<file path="src/hw/trace_pkg.sv">
/*
 * Widths, field encodings and reset values for the retirement trace unit.
 * Shared by the RTL blocks and the testbench checker.
 */
package trace_pkg;

  ////////////////////////////////////////////////////////////////////////////
  // Widths
  ////////////////////////////////////////////////////////////////////////////

  // Data and address width
  localparam int unsigned XLEN       = 32;
  localparam int unsigned REG_ADDR_W = 5;
  // Compressed instruction half
  localparam int unsigned INSN_C_W   = 16;
  localparam int unsigned ORDER_W    = 64;
  localparam int unsigned PRIV_W     = 2;
  localparam int unsigned DTYPE_W    = 2;
  localparam int unsigned MASK_W     = 4;
  localparam int unsigned PC_MUX_W   = 3;
  localparam int unsigned EXC_MUX_W  = 2;

  ////////////////////////////////////////////////////////////////////////////
  // Encodings
  ////////////////////////////////////////////////////////////////////////////

  // Machine mode, also the mode after reset
  localparam logic [PRIV_W-1:0] PRIV_M = 2'd3;

  // Access size codes from the load/store unit
  localparam logic [DTYPE_W-1:0] DTYPE_WORD = 2'd0;
  localparam logic [DTYPE_W-1:0] DTYPE_HALF = 2'd1;
  localparam logic [DTYPE_W-1:0] DTYPE_BYTE = 2'd2;

  // Byte masks per access size
  localparam logic [MASK_W-1:0] MASK_WORD = 4'b1111;
  localparam logic [MASK_W-1:0] MASK_HALF = 4'b0011;
  localparam logic [MASK_W-1:0] MASK_BYTE = 4'b0001;

  // Next-PC selector value for an exception redirect
  localparam logic [PC_MUX_W-1:0] PC_SEL_EXC = 3'd2;

  // Exception-PC selector values that enter a trap handler
  localparam logic [EXC_MUX_W-1:0] EXC_PC_EXC = 2'd0;
  localparam logic [EXC_MUX_W-1:0] EXC_PC_IRQ = 2'd1;

endpackage

</file>
<file path="src/hw/trace_insn_capture.sv">
/*
 * Tracks the open instruction between decode and retirement, latches its
 * source operands and formats the trace instruction word.
 */
module trace_insn_capture (
  input  logic                           clk,
  input  logic                           rst_ni,
  input  logic                           instr_new_i,
  input  logic                           instr_ret_i,
  input  logic [trace_pkg::XLEN-1:0]     instr_rdata_i,
  input  logic [trace_pkg::INSN_C_W-1:0] instr_rdata_c_i,
  input  logic                           instr_is_compressed_i,
  input  logic [trace_pkg::XLEN-1:0]     rs1_data_i,
  input  logic [trace_pkg::XLEN-1:0]     rs2_data_i,
  output logic                           insn_open_o,
  output logic [trace_pkg::XLEN-1:0]     insn_o,
  output logic [trace_pkg::XLEN-1:0]     rs1_data_o,
  output logic [trace_pkg::XLEN-1:0]     rs2_data_o
);

  import trace_pkg::*;

  logic            open_q;
  logic [XLEN-1:0] rs1_data_q;
  logic [XLEN-1:0] rs2_data_q;

  // Open from the decode strobe until retirement
  assign insn_open_o = instr_new_i | open_q;

  always_ff @(posedge clk or negedge rst_ni) begin
    if (!rst_ni) begin
      open_q <= 1'b0;
    end else if (instr_ret_i) begin
      open_q <= 1'b0;
    end else begin
      open_q <= insn_open_o;
    end
  end

  // Operands are sampled when the instruction enters decode
  // The register file may change underneath before retirement
  always_comb begin
    if (instr_new_i) begin
      rs1_data_o = rs1_data_i;
      rs2_data_o = rs2_data_i;
    end else begin
      rs1_data_o = rs1_data_q;
      rs2_data_o = rs2_data_q;
    end
  end

  always_ff @(posedge clk or negedge rst_ni) begin
    if (!rst_ni) begin
      rs1_data_q <= '0;
      rs2_data_q <= '0;
    end else begin
      rs1_data_q <= rs1_data_o;
      rs2_data_q <= rs2_data_o;
    end
  end

  // Compressed encodings are reported as the raw 16-bit half
  always_comb begin
    if (instr_is_compressed_i) begin
      insn_o = {{(XLEN - INSN_C_W){1'b0}}, instr_rdata_c_i};
    end else begin
      insn_o = instr_rdata_i;
    end
  end

endmodule

</file>
<file path="src/hw/trace_rd_capture.sv">
/*
 * Holds the destination register address and write data of the open
 * instruction until it retires.
 */
module trace_rd_capture (
  input  logic                             clk,
  input  logic                             rst_ni,
  input  logic                             insn_open_i,
  input  logic                             rd_we_i,
  input  logic [trace_pkg::REG_ADDR_W-1:0] rd_addr_i,
  input  logic [trace_pkg::XLEN-1:0]       rd_wdata_i,
  output logic [trace_pkg::REG_ADDR_W-1:0] rd_addr_o,
  output logic [trace_pkg::XLEN-1:0]       rd_wdata_o
);

  import trace_pkg::*;

  logic [REG_ADDR_W-1:0] rd_addr_q;
  logic [XLEN-1:0]       rd_wdata_q;

  always_comb begin
    if (insn_open_i) begin
      if (!rd_we_i) begin
        // No write back at all
        rd_addr_o  = '0;
        rd_wdata_o = '0;
      end else begin
        rd_addr_o = rd_addr_i;
        // x0 always reads zero
        if (rd_addr_i == '0) begin
          rd_wdata_o = '0;
        end else begin
          rd_wdata_o = rd_wdata_i;
        end
      end
    end else begin
      rd_addr_o  = rd_addr_q;
      rd_wdata_o = rd_wdata_q;
    end
  end

  always_ff @(posedge clk or negedge rst_ni) begin
    if (!rst_ni) begin
      rd_addr_q  <= '0;
      rd_wdata_q <= '0;
    end else begin
      rd_addr_q  <= rd_addr_o;
      rd_wdata_q <= rd_wdata_o;
    end
  end

endmodule

</file>
<file path="src/hw/trace_mem_capture.sv">
/*
 * Memory side of the trace record. Decodes the byte masks from the access
 * size and keeps the address and data of the last completed access.
 */
module trace_mem_capture (
  input  logic                          clk,
  input  logic                          rst_ni,
  input  logic                          insn_open_i,
  input  logic                          lsu_data_valid_i,
  input  logic [trace_pkg::DTYPE_W-1:0] data_type_i,
  input  logic                          data_we_i,
  input  logic [trace_pkg::XLEN-1:0]    mem_addr_i,
  input  logic [trace_pkg::XLEN-1:0]    mem_rdata_i,
  input  logic [trace_pkg::XLEN-1:0]    mem_wdata_i,
  output logic [trace_pkg::XLEN-1:0]    mem_addr_o,
  output logic [trace_pkg::XLEN-1:0]    mem_rdata_o,
  output logic [trace_pkg::XLEN-1:0]    mem_wdata_o,
  output logic [trace_pkg::MASK_W-1:0]  mem_rmask_o,
  output logic [trace_pkg::MASK_W-1:0]  mem_wmask_o
);

  import trace_pkg::*;

  logic [MASK_W-1:0] byte_mask;
  logic              capture;
  logic [XLEN-1:0]   mem_addr_q;
  logic [XLEN-1:0]   mem_rdata_q;
  logic [XLEN-1:0]   mem_wdata_q;

  // Byte enables from the access size
  always_comb begin
    unique case (data_type_i)
      DTYPE_WORD: byte_mask = MASK_WORD;
      DTYPE_HALF: byte_mask = MASK_HALF;
      DTYPE_BYTE: byte_mask = MASK_BYTE;
      default:    byte_mask = '0;
    endcase
  end

  assign mem_rmask_o = byte_mask;
  // Loads never report a write mask
  assign mem_wmask_o = data_we_i ? byte_mask : '0;

  assign capture = insn_open_i & lsu_data_valid_i;

  always_comb begin
    if (capture) begin
      mem_addr_o  = mem_addr_i;
      mem_rdata_o = mem_rdata_i;
      mem_wdata_o = mem_wdata_i;
    end else begin
      mem_addr_o  = mem_addr_q;
      mem_rdata_o = mem_rdata_q;
      mem_wdata_o = mem_wdata_q;
    end
  end

  always_ff @(posedge clk or negedge rst_ni) begin
    if (!rst_ni) begin
      mem_addr_q  <= '0;
      mem_rdata_q <= '0;
      mem_wdata_q <= '0;
    end else begin
      mem_addr_q  <= mem_addr_o;
      mem_rdata_q <= mem_rdata_o;
      mem_wdata_q <= mem_wdata_o;
    end
  end

endmodule

</file>
<file path="src/hw/trace_trap_tracker.sv">
/*
 * Flags the first instruction that retires after the PC was redirected
 * into a trap handler.
 */
module trace_trap_tracker (
  input  logic                            clk,
  input  logic                            rst_ni,
  input  logic                            insn_open_i,
  input  logic                            instr_ret_i,
  input  logic                            pc_set_i,
  input  logic [trace_pkg::PC_MUX_W-1:0]  pc_mux_i,
  input  logic [trace_pkg::EXC_MUX_W-1:0] exc_pc_mux_i,
  output logic                            intr_o
);

  import trace_pkg::*;

  logic trap_redirect;
  logic trap_entry_d;
  logic trap_entry_q;

  // Exception or interrupt entry through the exception PC mux
  assign trap_redirect = pc_set_i && (pc_mux_i == PC_SEL_EXC) &&
                         ((exc_pc_mux_i == EXC_PC_EXC) || (exc_pc_mux_i == EXC_PC_IRQ));

  always_comb begin
    trap_entry_d = trap_entry_q;
    if (trap_redirect) begin
      trap_entry_d = 1'b1;
    end else if (trap_entry_q && instr_ret_i) begin
      // Handler's first instruction is done
      trap_entry_d = 1'b0;
    end
  end

  always_ff @(posedge clk or negedge rst_ni) begin
    if (!rst_ni) begin
      trap_entry_q <= 1'b0;
    end else begin
      trap_entry_q <= trap_entry_d;
    end
  end

  assign intr_o = trap_entry_q & insn_open_i;

endmodule

</file>
<file path="src/hw/retire_tracer.sv">
/*
 * Retirement trace unit. Watches the pipeline events and emits one
 * registered record per retired instruction, with a running order count.
 */
module retire_tracer (
  input  logic                             clk,
  input  logic                             rst_ni,
  // Pipeline events
  input  logic [trace_pkg::XLEN-1:0]       pc_id_i,
  input  logic [trace_pkg::XLEN-1:0]       pc_if_i,
  input  logic                             instr_new_i,
  input  logic                             instr_ret_i,
  input  logic                             illegal_insn_i,
  input  logic [trace_pkg::XLEN-1:0]       instr_rdata_i,
  input  logic [trace_pkg::INSN_C_W-1:0]   instr_rdata_c_i,
  input  logic                             instr_is_compressed_i,
  input  logic [trace_pkg::REG_ADDR_W-1:0] rs1_addr_i,
  input  logic [trace_pkg::REG_ADDR_W-1:0] rs2_addr_i,
  input  logic [trace_pkg::XLEN-1:0]       rs1_data_i,
  input  logic [trace_pkg::XLEN-1:0]       rs2_data_i,
  input  logic [trace_pkg::REG_ADDR_W-1:0] rd_addr_i,
  input  logic [trace_pkg::XLEN-1:0]       rd_wdata_i,
  input  logic                             rd_we_i,
  input  logic                             lsu_data_valid_i,
  input  logic [trace_pkg::XLEN-1:0]       mem_addr_i,
  input  logic [trace_pkg::XLEN-1:0]       mem_rdata_i,
  input  logic [trace_pkg::XLEN-1:0]       mem_wdata_i,
  input  logic [trace_pkg::DTYPE_W-1:0]    data_type_i,
  input  logic                             data_we_i,
  input  logic                             pc_set_i,
  input  logic [trace_pkg::PC_MUX_W-1:0]   pc_mux_i,
  input  logic [trace_pkg::EXC_MUX_W-1:0]  exc_pc_mux_i,
  input  logic [trace_pkg::PRIV_W-1:0]     priv_mode_i,
  // Trace record
  output logic                             rvfi_valid_o,
  output logic [trace_pkg::ORDER_W-1:0]    rvfi_order_o,
  output logic [trace_pkg::XLEN-1:0]       rvfi_insn_o,
  output logic                             rvfi_trap_o,
  output logic                             rvfi_intr_o,
  output logic [trace_pkg::PRIV_W-1:0]     rvfi_mode_o,
  output logic [trace_pkg::REG_ADDR_W-1:0] rvfi_rs1_addr_o,
  output logic [trace_pkg::REG_ADDR_W-1:0] rvfi_rs2_addr_o,
  output logic [trace_pkg::XLEN-1:0]       rvfi_rs1_rdata_o,
  output logic [trace_pkg::XLEN-1:0]       rvfi_rs2_rdata_o,
  output logic [trace_pkg::REG_ADDR_W-1:0] rvfi_rd_addr_o,
  output logic [trace_pkg::XLEN-1:0]       rvfi_rd_wdata_o,
  output logic [trace_pkg::XLEN-1:0]       rvfi_pc_rdata_o,
  output logic [trace_pkg::XLEN-1:0]       rvfi_pc_wdata_o,
  output logic [trace_pkg::XLEN-1:0]       rvfi_mem_addr_o,
  output logic [trace_pkg::MASK_W-1:0]     rvfi_mem_rmask_o,
  output logic [trace_pkg::MASK_W-1:0]     rvfi_mem_wmask_o,
  output logic [trace_pkg::XLEN-1:0]       rvfi_mem_rdata_o,
  output logic [trace_pkg::XLEN-1:0]       rvfi_mem_wdata_o
);

  import trace_pkg::*;

  logic                  insn_open;
  logic [XLEN-1:0]       insn_word;
  logic [XLEN-1:0]       rs1_data;
  logic [XLEN-1:0]       rs2_data;
  logic [REG_ADDR_W-1:0] rd_addr;
  logic [XLEN-1:0]       rd_wdata;
  logic [XLEN-1:0]       mem_addr;
  logic [XLEN-1:0]       mem_rdata;
  logic [XLEN-1:0]       mem_wdata;
  logic [MASK_W-1:0]     mem_rmask;
  logic [MASK_W-1:0]     mem_wmask;
  logic                  intr;

  ////////////////////////////////////////////////////////////////////////////
  // Capture blocks
  ////////////////////////////////////////////////////////////////////////////

  trace_insn_capture u_insn_capture (
    .clk                   (clk),
    .rst_ni                (rst_ni),
    .instr_new_i           (instr_new_i),
    .instr_ret_i           (instr_ret_i),
    .instr_rdata_i         (instr_rdata_i),
    .instr_rdata_c_i       (instr_rdata_c_i),
    .instr_is_compressed_i (instr_is_compressed_i),
    .rs1_data_i            (rs1_data_i),
    .rs2_data_i            (rs2_data_i),
    .insn_open_o           (insn_open),
    .insn_o                (insn_word),
    .rs1_data_o            (rs1_data),
    .rs2_data_o            (rs2_data)
  );

  trace_rd_capture u_rd_capture (
    .clk         (clk),
    .rst_ni      (rst_ni),
    .insn_open_i (insn_open),
    .rd_we_i     (rd_we_i),
    .rd_addr_i   (rd_addr_i),
    .rd_wdata_i  (rd_wdata_i),
    .rd_addr_o   (rd_addr),
    .rd_wdata_o  (rd_wdata)
  );

  trace_mem_capture u_mem_capture (
    .clk              (clk),
    .rst_ni           (rst_ni),
    .insn_open_i      (insn_open),
    .lsu_data_valid_i (lsu_data_valid_i),
    .data_type_i      (data_type_i),
    .data_we_i        (data_we_i),
    .mem_addr_i       (mem_addr_i),
    .mem_rdata_i      (mem_rdata_i),
    .mem_wdata_i      (mem_wdata_i),
    .mem_addr_o       (mem_addr),
    .mem_rdata_o      (mem_rdata),
    .mem_wdata_o      (mem_wdata),
    .mem_rmask_o      (mem_rmask),
    .mem_wmask_o      (mem_wmask)
  );

  trace_trap_tracker u_trap_tracker (
    .clk          (clk),
    .rst_ni       (rst_ni),
    .insn_open_i  (insn_open),
    .instr_ret_i  (instr_ret_i),
    .pc_set_i     (pc_set_i),
    .pc_mux_i     (pc_mux_i),
    .exc_pc_mux_i (exc_pc_mux_i),
    .intr_o       (intr)
  );

  ////////////////////////////////////////////////////////////////////////////
  // Record register stage
  ////////////////////////////////////////////////////////////////////////////

  // Valid trails instr_ret_i by one cycle and the record is read with it
  always_ff @(posedge clk or negedge rst_ni) begin
    if (!rst_ni) begin
      rvfi_valid_o     <= 1'b0;
      rvfi_order_o     <= '0;
      rvfi_insn_o      <= '0;
      rvfi_trap_o      <= 1'b0;
      rvfi_intr_o      <= 1'b0;
      rvfi_mode_o      <= PRIV_M;
      rvfi_rs1_addr_o  <= '0;
      rvfi_rs2_addr_o  <= '0;
      rvfi_rs1_rdata_o <= '0;
      rvfi_rs2_rdata_o <= '0;
      rvfi_rd_addr_o   <= '0;
      rvfi_rd_wdata_o  <= '0;
      rvfi_pc_rdata_o  <= '0;
      rvfi_pc_wdata_o  <= '0;
      rvfi_mem_addr_o  <= '0;
      rvfi_mem_rmask_o <= '0;
      rvfi_mem_wmask_o <= '0;
      rvfi_mem_rdata_o <= '0;
      rvfi_mem_wdata_o <= '0;
    end else begin
      rvfi_valid_o     <= instr_ret_i;
      // Count advances after each emitted record
      rvfi_order_o     <= rvfi_order_o + ORDER_W'(rvfi_valid_o);
      rvfi_insn_o      <= insn_word;
      rvfi_trap_o      <= illegal_insn_i;
      rvfi_intr_o      <= intr;
      rvfi_mode_o      <= priv_mode_i;
      rvfi_rs1_addr_o  <= rs1_addr_i;
      rvfi_rs2_addr_o  <= rs2_addr_i;
      rvfi_rs1_rdata_o <= rs1_data;
      rvfi_rs2_rdata_o <= rs2_data;
      rvfi_rd_addr_o   <= rd_addr;
      rvfi_rd_wdata_o  <= rd_wdata;
      rvfi_pc_rdata_o  <= pc_id_i;
      rvfi_pc_wdata_o  <= pc_if_i;
      rvfi_mem_addr_o  <= mem_addr;
      rvfi_mem_rmask_o <= mem_rmask;
      rvfi_mem_wmask_o <= mem_wmask;
      rvfi_mem_rdata_o <= mem_rdata;
      rvfi_mem_wdata_o <= mem_wdata;
    end
  end

endmodule

</file>
<file path="config.mk">
export PLATFORM = sky130hd
export DESIGN_NAME = retire_tracer
export DESIGN_NICKNAME = d
export VERILOG_FILES = /design/src/hw/trace_pkg.sv /design/src/hw/trace_insn_capture.sv /design/src/hw/trace_rd_capture.sv /design/src/hw/trace_mem_capture.sv /design/src/hw/trace_trap_tracker.sv /design/src/hw/retire_tracer.sv
export SDC_FILE = /design/constraint.sdc
export NUM_CORES = 1
export LEC_CHECK = 0
export BUFFER_PORTS_ARGS = -buffer_cell sky130_fd_sc_hd__buf_2
export CAP_MARGIN = 20
export CORE_AREA = 2 2 280 282
export CTS_CLUSTER_DIAMETER = 30
export CTS_CLUSTER_SIZE = 8
export DETAILED_ROUTE_END_ITERATION = 16
export DIE_AREA = 0 0 282 284
export HOLD_SLACK_MARGIN = 0.06
export PLACE_DENSITY_LB_ADDON = 0.25
export SYNTH_ARGS = -nofsm -noshare
export SYNTH_HDL_FRONTEND = slang
export SYNTH_SLANG_ARGS = --single-unit
</file>
<file path="constraint.sdc">
create_clock -name clk -period 3.3 [get_ports clk]
set_input_delay 0.495 -clock clk [delete_from_list [all_inputs] [get_ports clk]]
set_output_delay 0.495 -clock clk [all_outputs]
set_load 0.005 [all_outputs]
</file>
### After elaboration in Yosys (flattened, before gate mapping)

Index checks and enable logic that the tools add are counted.
W data, S select, Z words.

| storage, ports and cells | value |
|---|---|
| register bits | 382 |
| bits of input ports | 338 |
| output and inout bits | 380 |
| word-level logic and storage cells | 46 |

| cells by class | value |
|---|---|
| add/subtract/negate cells | 1 |
| equality and inequality tests | 4 |
| multiplexer cells | 9 |
| bitwise gates (word level) | 3 |
| reduce and logical (&&, ||, !) cells | 8 |

Operators with widths:

| kind | count |
|---|---|
| $mux W32 | 3 |
| $add A64 B1 Y64 | 1 |
| $pmux W4 S3 | 1 |
| $logic_not A5 Y1 | 1 |
| $mux W5 | 1 |
| $eq A2 B1 Y1 const B | 2 |
| $logic_not A2 Y1 | 2 |
| $mux W4 | 1 |
| $eq A3 B2 Y1 const B | 1 |
| $logic_and A1 B1 Y1 | 3 |
| $mux W1 | 3 |
| $and A1 B1 Y1 | 2 |
| $eq A2 B2 Y1 const B | 1 |
| $reduce_bool A2 Y1 | 1 |
| $logic_or A1 B1 Y1 | 1 |
| $or A1 B1 Y1 | 1 |

### Longest topological paths before layout

| logic depth | value |
|---|---|
| depth in word-level cells | 4 |
| mapped depth | 7 |
| depth with buffers taken out | 7 |

### By module

From an unflattened synthesis, not the netlist that was laid out.

| unflattened totals | value |
|---|---|
| cell total of the unflattened synthesis | 1068 |
| area, all modules | 18969.4 µm² |

By module, submodules not included:

| module | instances | cells an instance | area an instance (µm²) | sequential area each (µm²) |
|---|---|---|---|---|
| retire_tracer | 1 | 588 | 10849.2 | 9511.6 |
| trace_mem_capture | 1 | 211 | 3763.6 | 2402.3 |
| trace_insn_capture | 1 | 173 | 2869.0 | 1626.6 |
| trace_rd_capture | 1 | 91 | 1428.9 | 925.9 |
| trace_trap_tracker | 1 | 5 | 58.8 | 25.0 |

### Worst setup path after synthesis

No wires, ideal clock.

| timing path | value |
|---|---|
| path type | input to register |
| start point | input port instr_new_i |
| end point | register u_mem_capture.mem_rdata_q[22] |
| setup time | 0.125 ns |
| arrival time | 1.805 ns |
| required time | 3.175 ns |
| path slack | 1.370 ns |
| stages on the path | 4 |
| buffers on the path | 2 |
| path through | o21ai_1 clkbuf_1 clkbuf_1 mux2_2 |

| between the ends | value |
|---|---|
| cells in the longest elaborated chain, start to end | 2 |

Ends and longest elaborated chain:

| what | line | text |
|---|---|---|
| start, declared | retire_tracer.sv:11 | `input logic instr_new_i,` |
| $or A1 B1 Y1 | trace_insn_capture.sv:28 | `assign insn_open_o = instr_new_i \| open_q;` |
| $and A1 B1 Y1 | trace_mem_capture.sv:44 | `assign capture = insn_open_i & lsu_data_valid_i;` |
| end signal, assigned | trace_mem_capture.sv:65 | `mem_rdata_q <= mem_rdata_o;` |
| end, declared | trace_mem_capture.sv:27 | `logic [XLEN-1:0] mem_rdata_q;` |

Every way passes these cells.
A chain may end at the register's enable or synchronous reset.

### Final worst setup path

| timing path | value |
|---|---|
| start point | register rvfi_order_o[4] (netlist name) |
| end point | register rvfi_order_o[63] (netlist name) |

| between the ends | value |
|---|---|
| cells in the longest elaborated chain, start to end | 1 |

Ends and longest elaborated chain:

| what | line | text |
|---|---|---|
| start, declared | retire_tracer.sv:36 | `output logic [trace_pkg::ORDER_W-1:0] rvfi_order_o,` |
| start signal, assigned | retire_tracer.sv:159 | `rvfi_order_o <= rvfi_order_o + ORDER_W'(rvfi_valid_o);` |
| $add A64 B1 Y64 | retire_tracer.sv:159 |  |

Every way passes these cells.

==> results.py <==
metrics = {
    "run_status": {
        "status": "finished clean",
    },
    "worst_setup_path": {
        "ff2ff_path_depth": 5,
        "r2r-end": "rvfi_order_o[63]",
        "cp_slowest_cell": "dfrtp_1",
        "critPathBufInv": 0,
        "crit_top_cell": "nand4_1",
        "max_stage_delay_ns": 0.45,
        "path_class": "reg2reg",
        "critical_path.cell_chain": "nand4_1 -> nor3_1 -> nand4_1 -> nor4_1 -> xor2_1",
        "cp_top_family": "simple AND/OR/NAND/NOR gates",
        "reg2reg_slack_ns": 0.99,
        "critPathLaunchType": "register",
        "reg2reg_from": "rvfi_order_o[4]",
        "crit_path_end_kind": "register",
        "crit_arrival_ns": 2.78,
        "crit_fanout": 6,
        "cp_data_required_time_ns": 3.78,
    },
    "clock_network": {
        "clkTransAtPathRegs_ns": 0.05,
        "cts_root_buf": "clkbuf_16",
        "cts.sinks": 380,
        "cts.path.max_buffers": 3,
        "postCtsSetupBuffers": 0,
        "insertion_delay_ns": 0.63,
        "cts_buffers": 101,
        "htreeDepth": 3,
        "cts_tree": "built",
    },
    "logic_synthesis": {
        "netlist_area_sq_um": 13480,
        "syn_avg_cell_area_sq_um": 15.56,
        "ys_ff_latch": 380,
        "synth_most_common_cell": "dfrtp_1",
        "synth_fa_ha_area_share_pct": 0.1857,
        "synth_edf_count": 0,
        "muxShareOfSynthArea_pct": 14.71,
        "synth_top_family_by_area": "multiplexers",
        "synth.area.top_cells": "dfrtp_1 70%, mux2_2 15%, xor2_1 2.5%",
        "synth_ff_type": "dfrtp_1",
        "yosys_warnings": 0,
        "synthesis.instances": 866,
        "synth_largest_area_cell": "dfrtp_1",
        "synth_top_area_share_pct": 70.19,
        "synth.distinct_cells": 33,
        "synthSimpleGateAreaFrac_pct": 6.852,
        "ys_top_cells_by_count": "378 x dfrtp_1, 176 x mux2_2, 38 x xor2_1",
        "async_reset_ff_share_pct": 100.0,
        "synth-xor-area-share_pct": 4.029,
        "synth_seq_area_share_pct": 70.58,
        "synth_compound_area_share_pct": 2.423,
        "syn_nets": 1206,
    },
    "sta": {
        "final-max-slew-violation-count": 0,
        "hold_viol_final": 0,
        "hold_slack_ns": 0.1044,
        "max_freq_mhz": 433.1,
        "fin_tns_setup_ns": 0,
        "timing.final.crit_period_ns": 2.309,
        "slew_headroom_pct": 32.38,
        "finalSetupViolCount": 0,
        "tightestPinTransition_ns": 1.014,
        "period_share_pct": 69.96,
        "grt_setup_unrepaired": "false",
        "fin_skew_ns": 0.03003,
    },
    "die": {
        "rows": 102,
        "die_h_um": 284,
        "io_pins": 718,
        "die_x_um": 282,
        "start_util_pct": 17.51,
        "core_area_sq_um": 76960,
        "dieArea_sq_um": 80090,
    },
    "global_routing": {
        "grt_pass1_wl_um": 74120,
        "grt_overflow": 0,
        "grt_usage_pct": 12.08,
        "grt_pass1_vias": 12561,
        "antenna_found_initial": 5,
        "grt_max_degree": 68,
    },
    "pwr": {
        "power_mw": 16.40,
        "cellLeakagePower_nw": 11.69,
        "power_density_nw_per_um2": 687.0,
        "ir_drop_v": 0.0004633,
    },
    "job": {
        "cap_violations": 0,
    },
    "route": {
        "wl_um": 49290,
        "wire_per_inst_um": 16.47,
        "num_vias": 11116,
        "drt_iter0_drc": 291,
        "remaining_drc_errors": 0,
        "firstDrtPassIters": 4,
        "ant_nets": 0,
        "post_drt_via_cell_ratio": 3.715,
    },
    "place": {
        "io_buffers": 716,
        "gp_congestion": 0.8131,
        "placed_cells": 2610,
        "dp.final_hpwl_um": 35980,
        "dpl-instance-area_sq_um": 18490,
    },
    "finish": {
        "layout.nets": 2213,
        "final_cell_count_no_fill": 2992,
        "drive_gt1_share_pct": 56.02,
        "final_cell_area_sq_um": 23870,
        "area_growth_pct": 77.14,
    },
    "worst_hold_path": {
        "holdCritPathClass": "in2reg",
        "hold_start": "instr_rdata_c_i[2]",
        "whs_path_depth": 2,
        "hold_end": "rvfi_insn_o[2]",
    },
}
==> flip-flops by register name (all words and copies together) (netlist names), 2 cells and up <==
register / flops
rvfi_insn_o: 32
u_rd_capture.rd_addr_q: 5
rvfi_pc_rdata_o: 32
rvfi_order_o: 64
u_mem_capture.mem_addr_q: 32
u_insn_capture.rs1_data_q: 32
u_insn_capture.rs2_data_q: 32
rvfi_mem_wmask_o: 3
u_rd_capture.rd_wdata_q: 32
u_mem_capture.mem_wdata_q: 32
rvfi_rs2_addr_o: 5
rvfi_mem_rmask_o: 3
u_mem_capture.mem_rdata_q: 32
rvfi_pc_wdata_o: 32
rvfi_rs1_addr_o: 5
rvfi_mode_o: 2
==> placed cells by master (no fill, tap or decap), types with 19 or more instances in the layout <==
cell type	netlist	layout
a22o_1	32	32
nor2_1	31	30
xor2_1	38	38
mux2_2	176	176
xnor2_1	24	24
clkbuf_1	25	19
clkinv_2	0	20
nand3_1	22	22
dfrtp_1	378	378
clkbuf_16	0	103
nand2_1	29	29
dlygate4sd3_1	0	200
buf_2	0	714
==> report_power, final <==
part / switching [mW] / leakage, nW / total [mW] / internal, mW
clock: 2.94 / 1.64 / 9.52 / 6.58
sequential: 0.216 / 4.65 / 5.31 / 5.09
combinational: 0.689 / 5.40 / 1.58 / 0.886
==> worst max path at each step <==
stage / from / endpoint / slack, ns / cells after the start
5_1_grt: rvfi_order_o[37] / rvfi_order_o[63] / 0.79 / 5
3_3_place_gp: instr_new_i / u_rd_capture.rd_wdata_q[24] / 0.91 / 5
4_1_cts: rvfi_valid_o / rvfi_order_o[48] / 0.99 / 7
2_1_floorplan: instr_new_i / u_mem_capture.mem_rdata_q[22] / 1.37 / 4
3_5_place_dp: instr_new_i / u_rd_capture.rd_wdata_q[5] / 0.88 / 5
6_report: rvfi_order_o[4] / rvfi_order_o[63] / 0.99 / 5
==> stage by stage <==
stage	worst slack (ns)	util, %
final	0.9913	31.02
after global routing	0.7881	31.02
after CTS	0.9943	31.02
after detailed placement	0.8812	24.03
after global placement	0.9089	24.03
after floorplan	1.370	-
==> final cells by class <==
type                            instances  area (sq um)
Clock inverter                         42         495.5
Sequential cell                       380          9512
Antenna cell                            1         2.502
Inverter                               13         48.80
Clock buffer                          139          2883
Fill cell                            7853         53080
Multi-Input combinational cell        444          3830
Timing Repair Buffer                  933          5801
Tap cell                             1040          1301
==> per-layer routing <==
layer | wire (um) | global-route usage, % | up-vias | part of all wire, %
li1 | - | - | 5061 | -
met1 | 18470 | 13.27 | 5471 | 37
met2 | 25430 | 21.11 | 455 | 52
met3 | 3485 | 3.565 | 127 | 7.1
met4 | 1902 | 5.851 | 2 | 3.9
met5 | 7 | 0 | - | 0.014
==> worst reg2reg max path: stages, from the launching register on <==
cell	delay, ns
dfrtp_1	0.45
nand4_1	0.34
nor3_1	0.46
nand4_1	0.39
nor4_1	0.43
xor2_1	0.11
==> timing repair <==
action | CTS | global route
resized for setup | 0 | 0
hold buffers | 200 | 0
endpoints found under the hold margin | 248 | 0
==> cells by family (layout without fill, tap and decap cells) <==
family          after synthesis  count (layout)
compound gates               41              41
other cells                   0               1
fa+ha+maj                     2               2
buf+inv                      42            1127
xor+xnor                     62              62
mux                         176             176
flops                       380             380
simple gates                163             163
(Power assumes the default switching activity.)
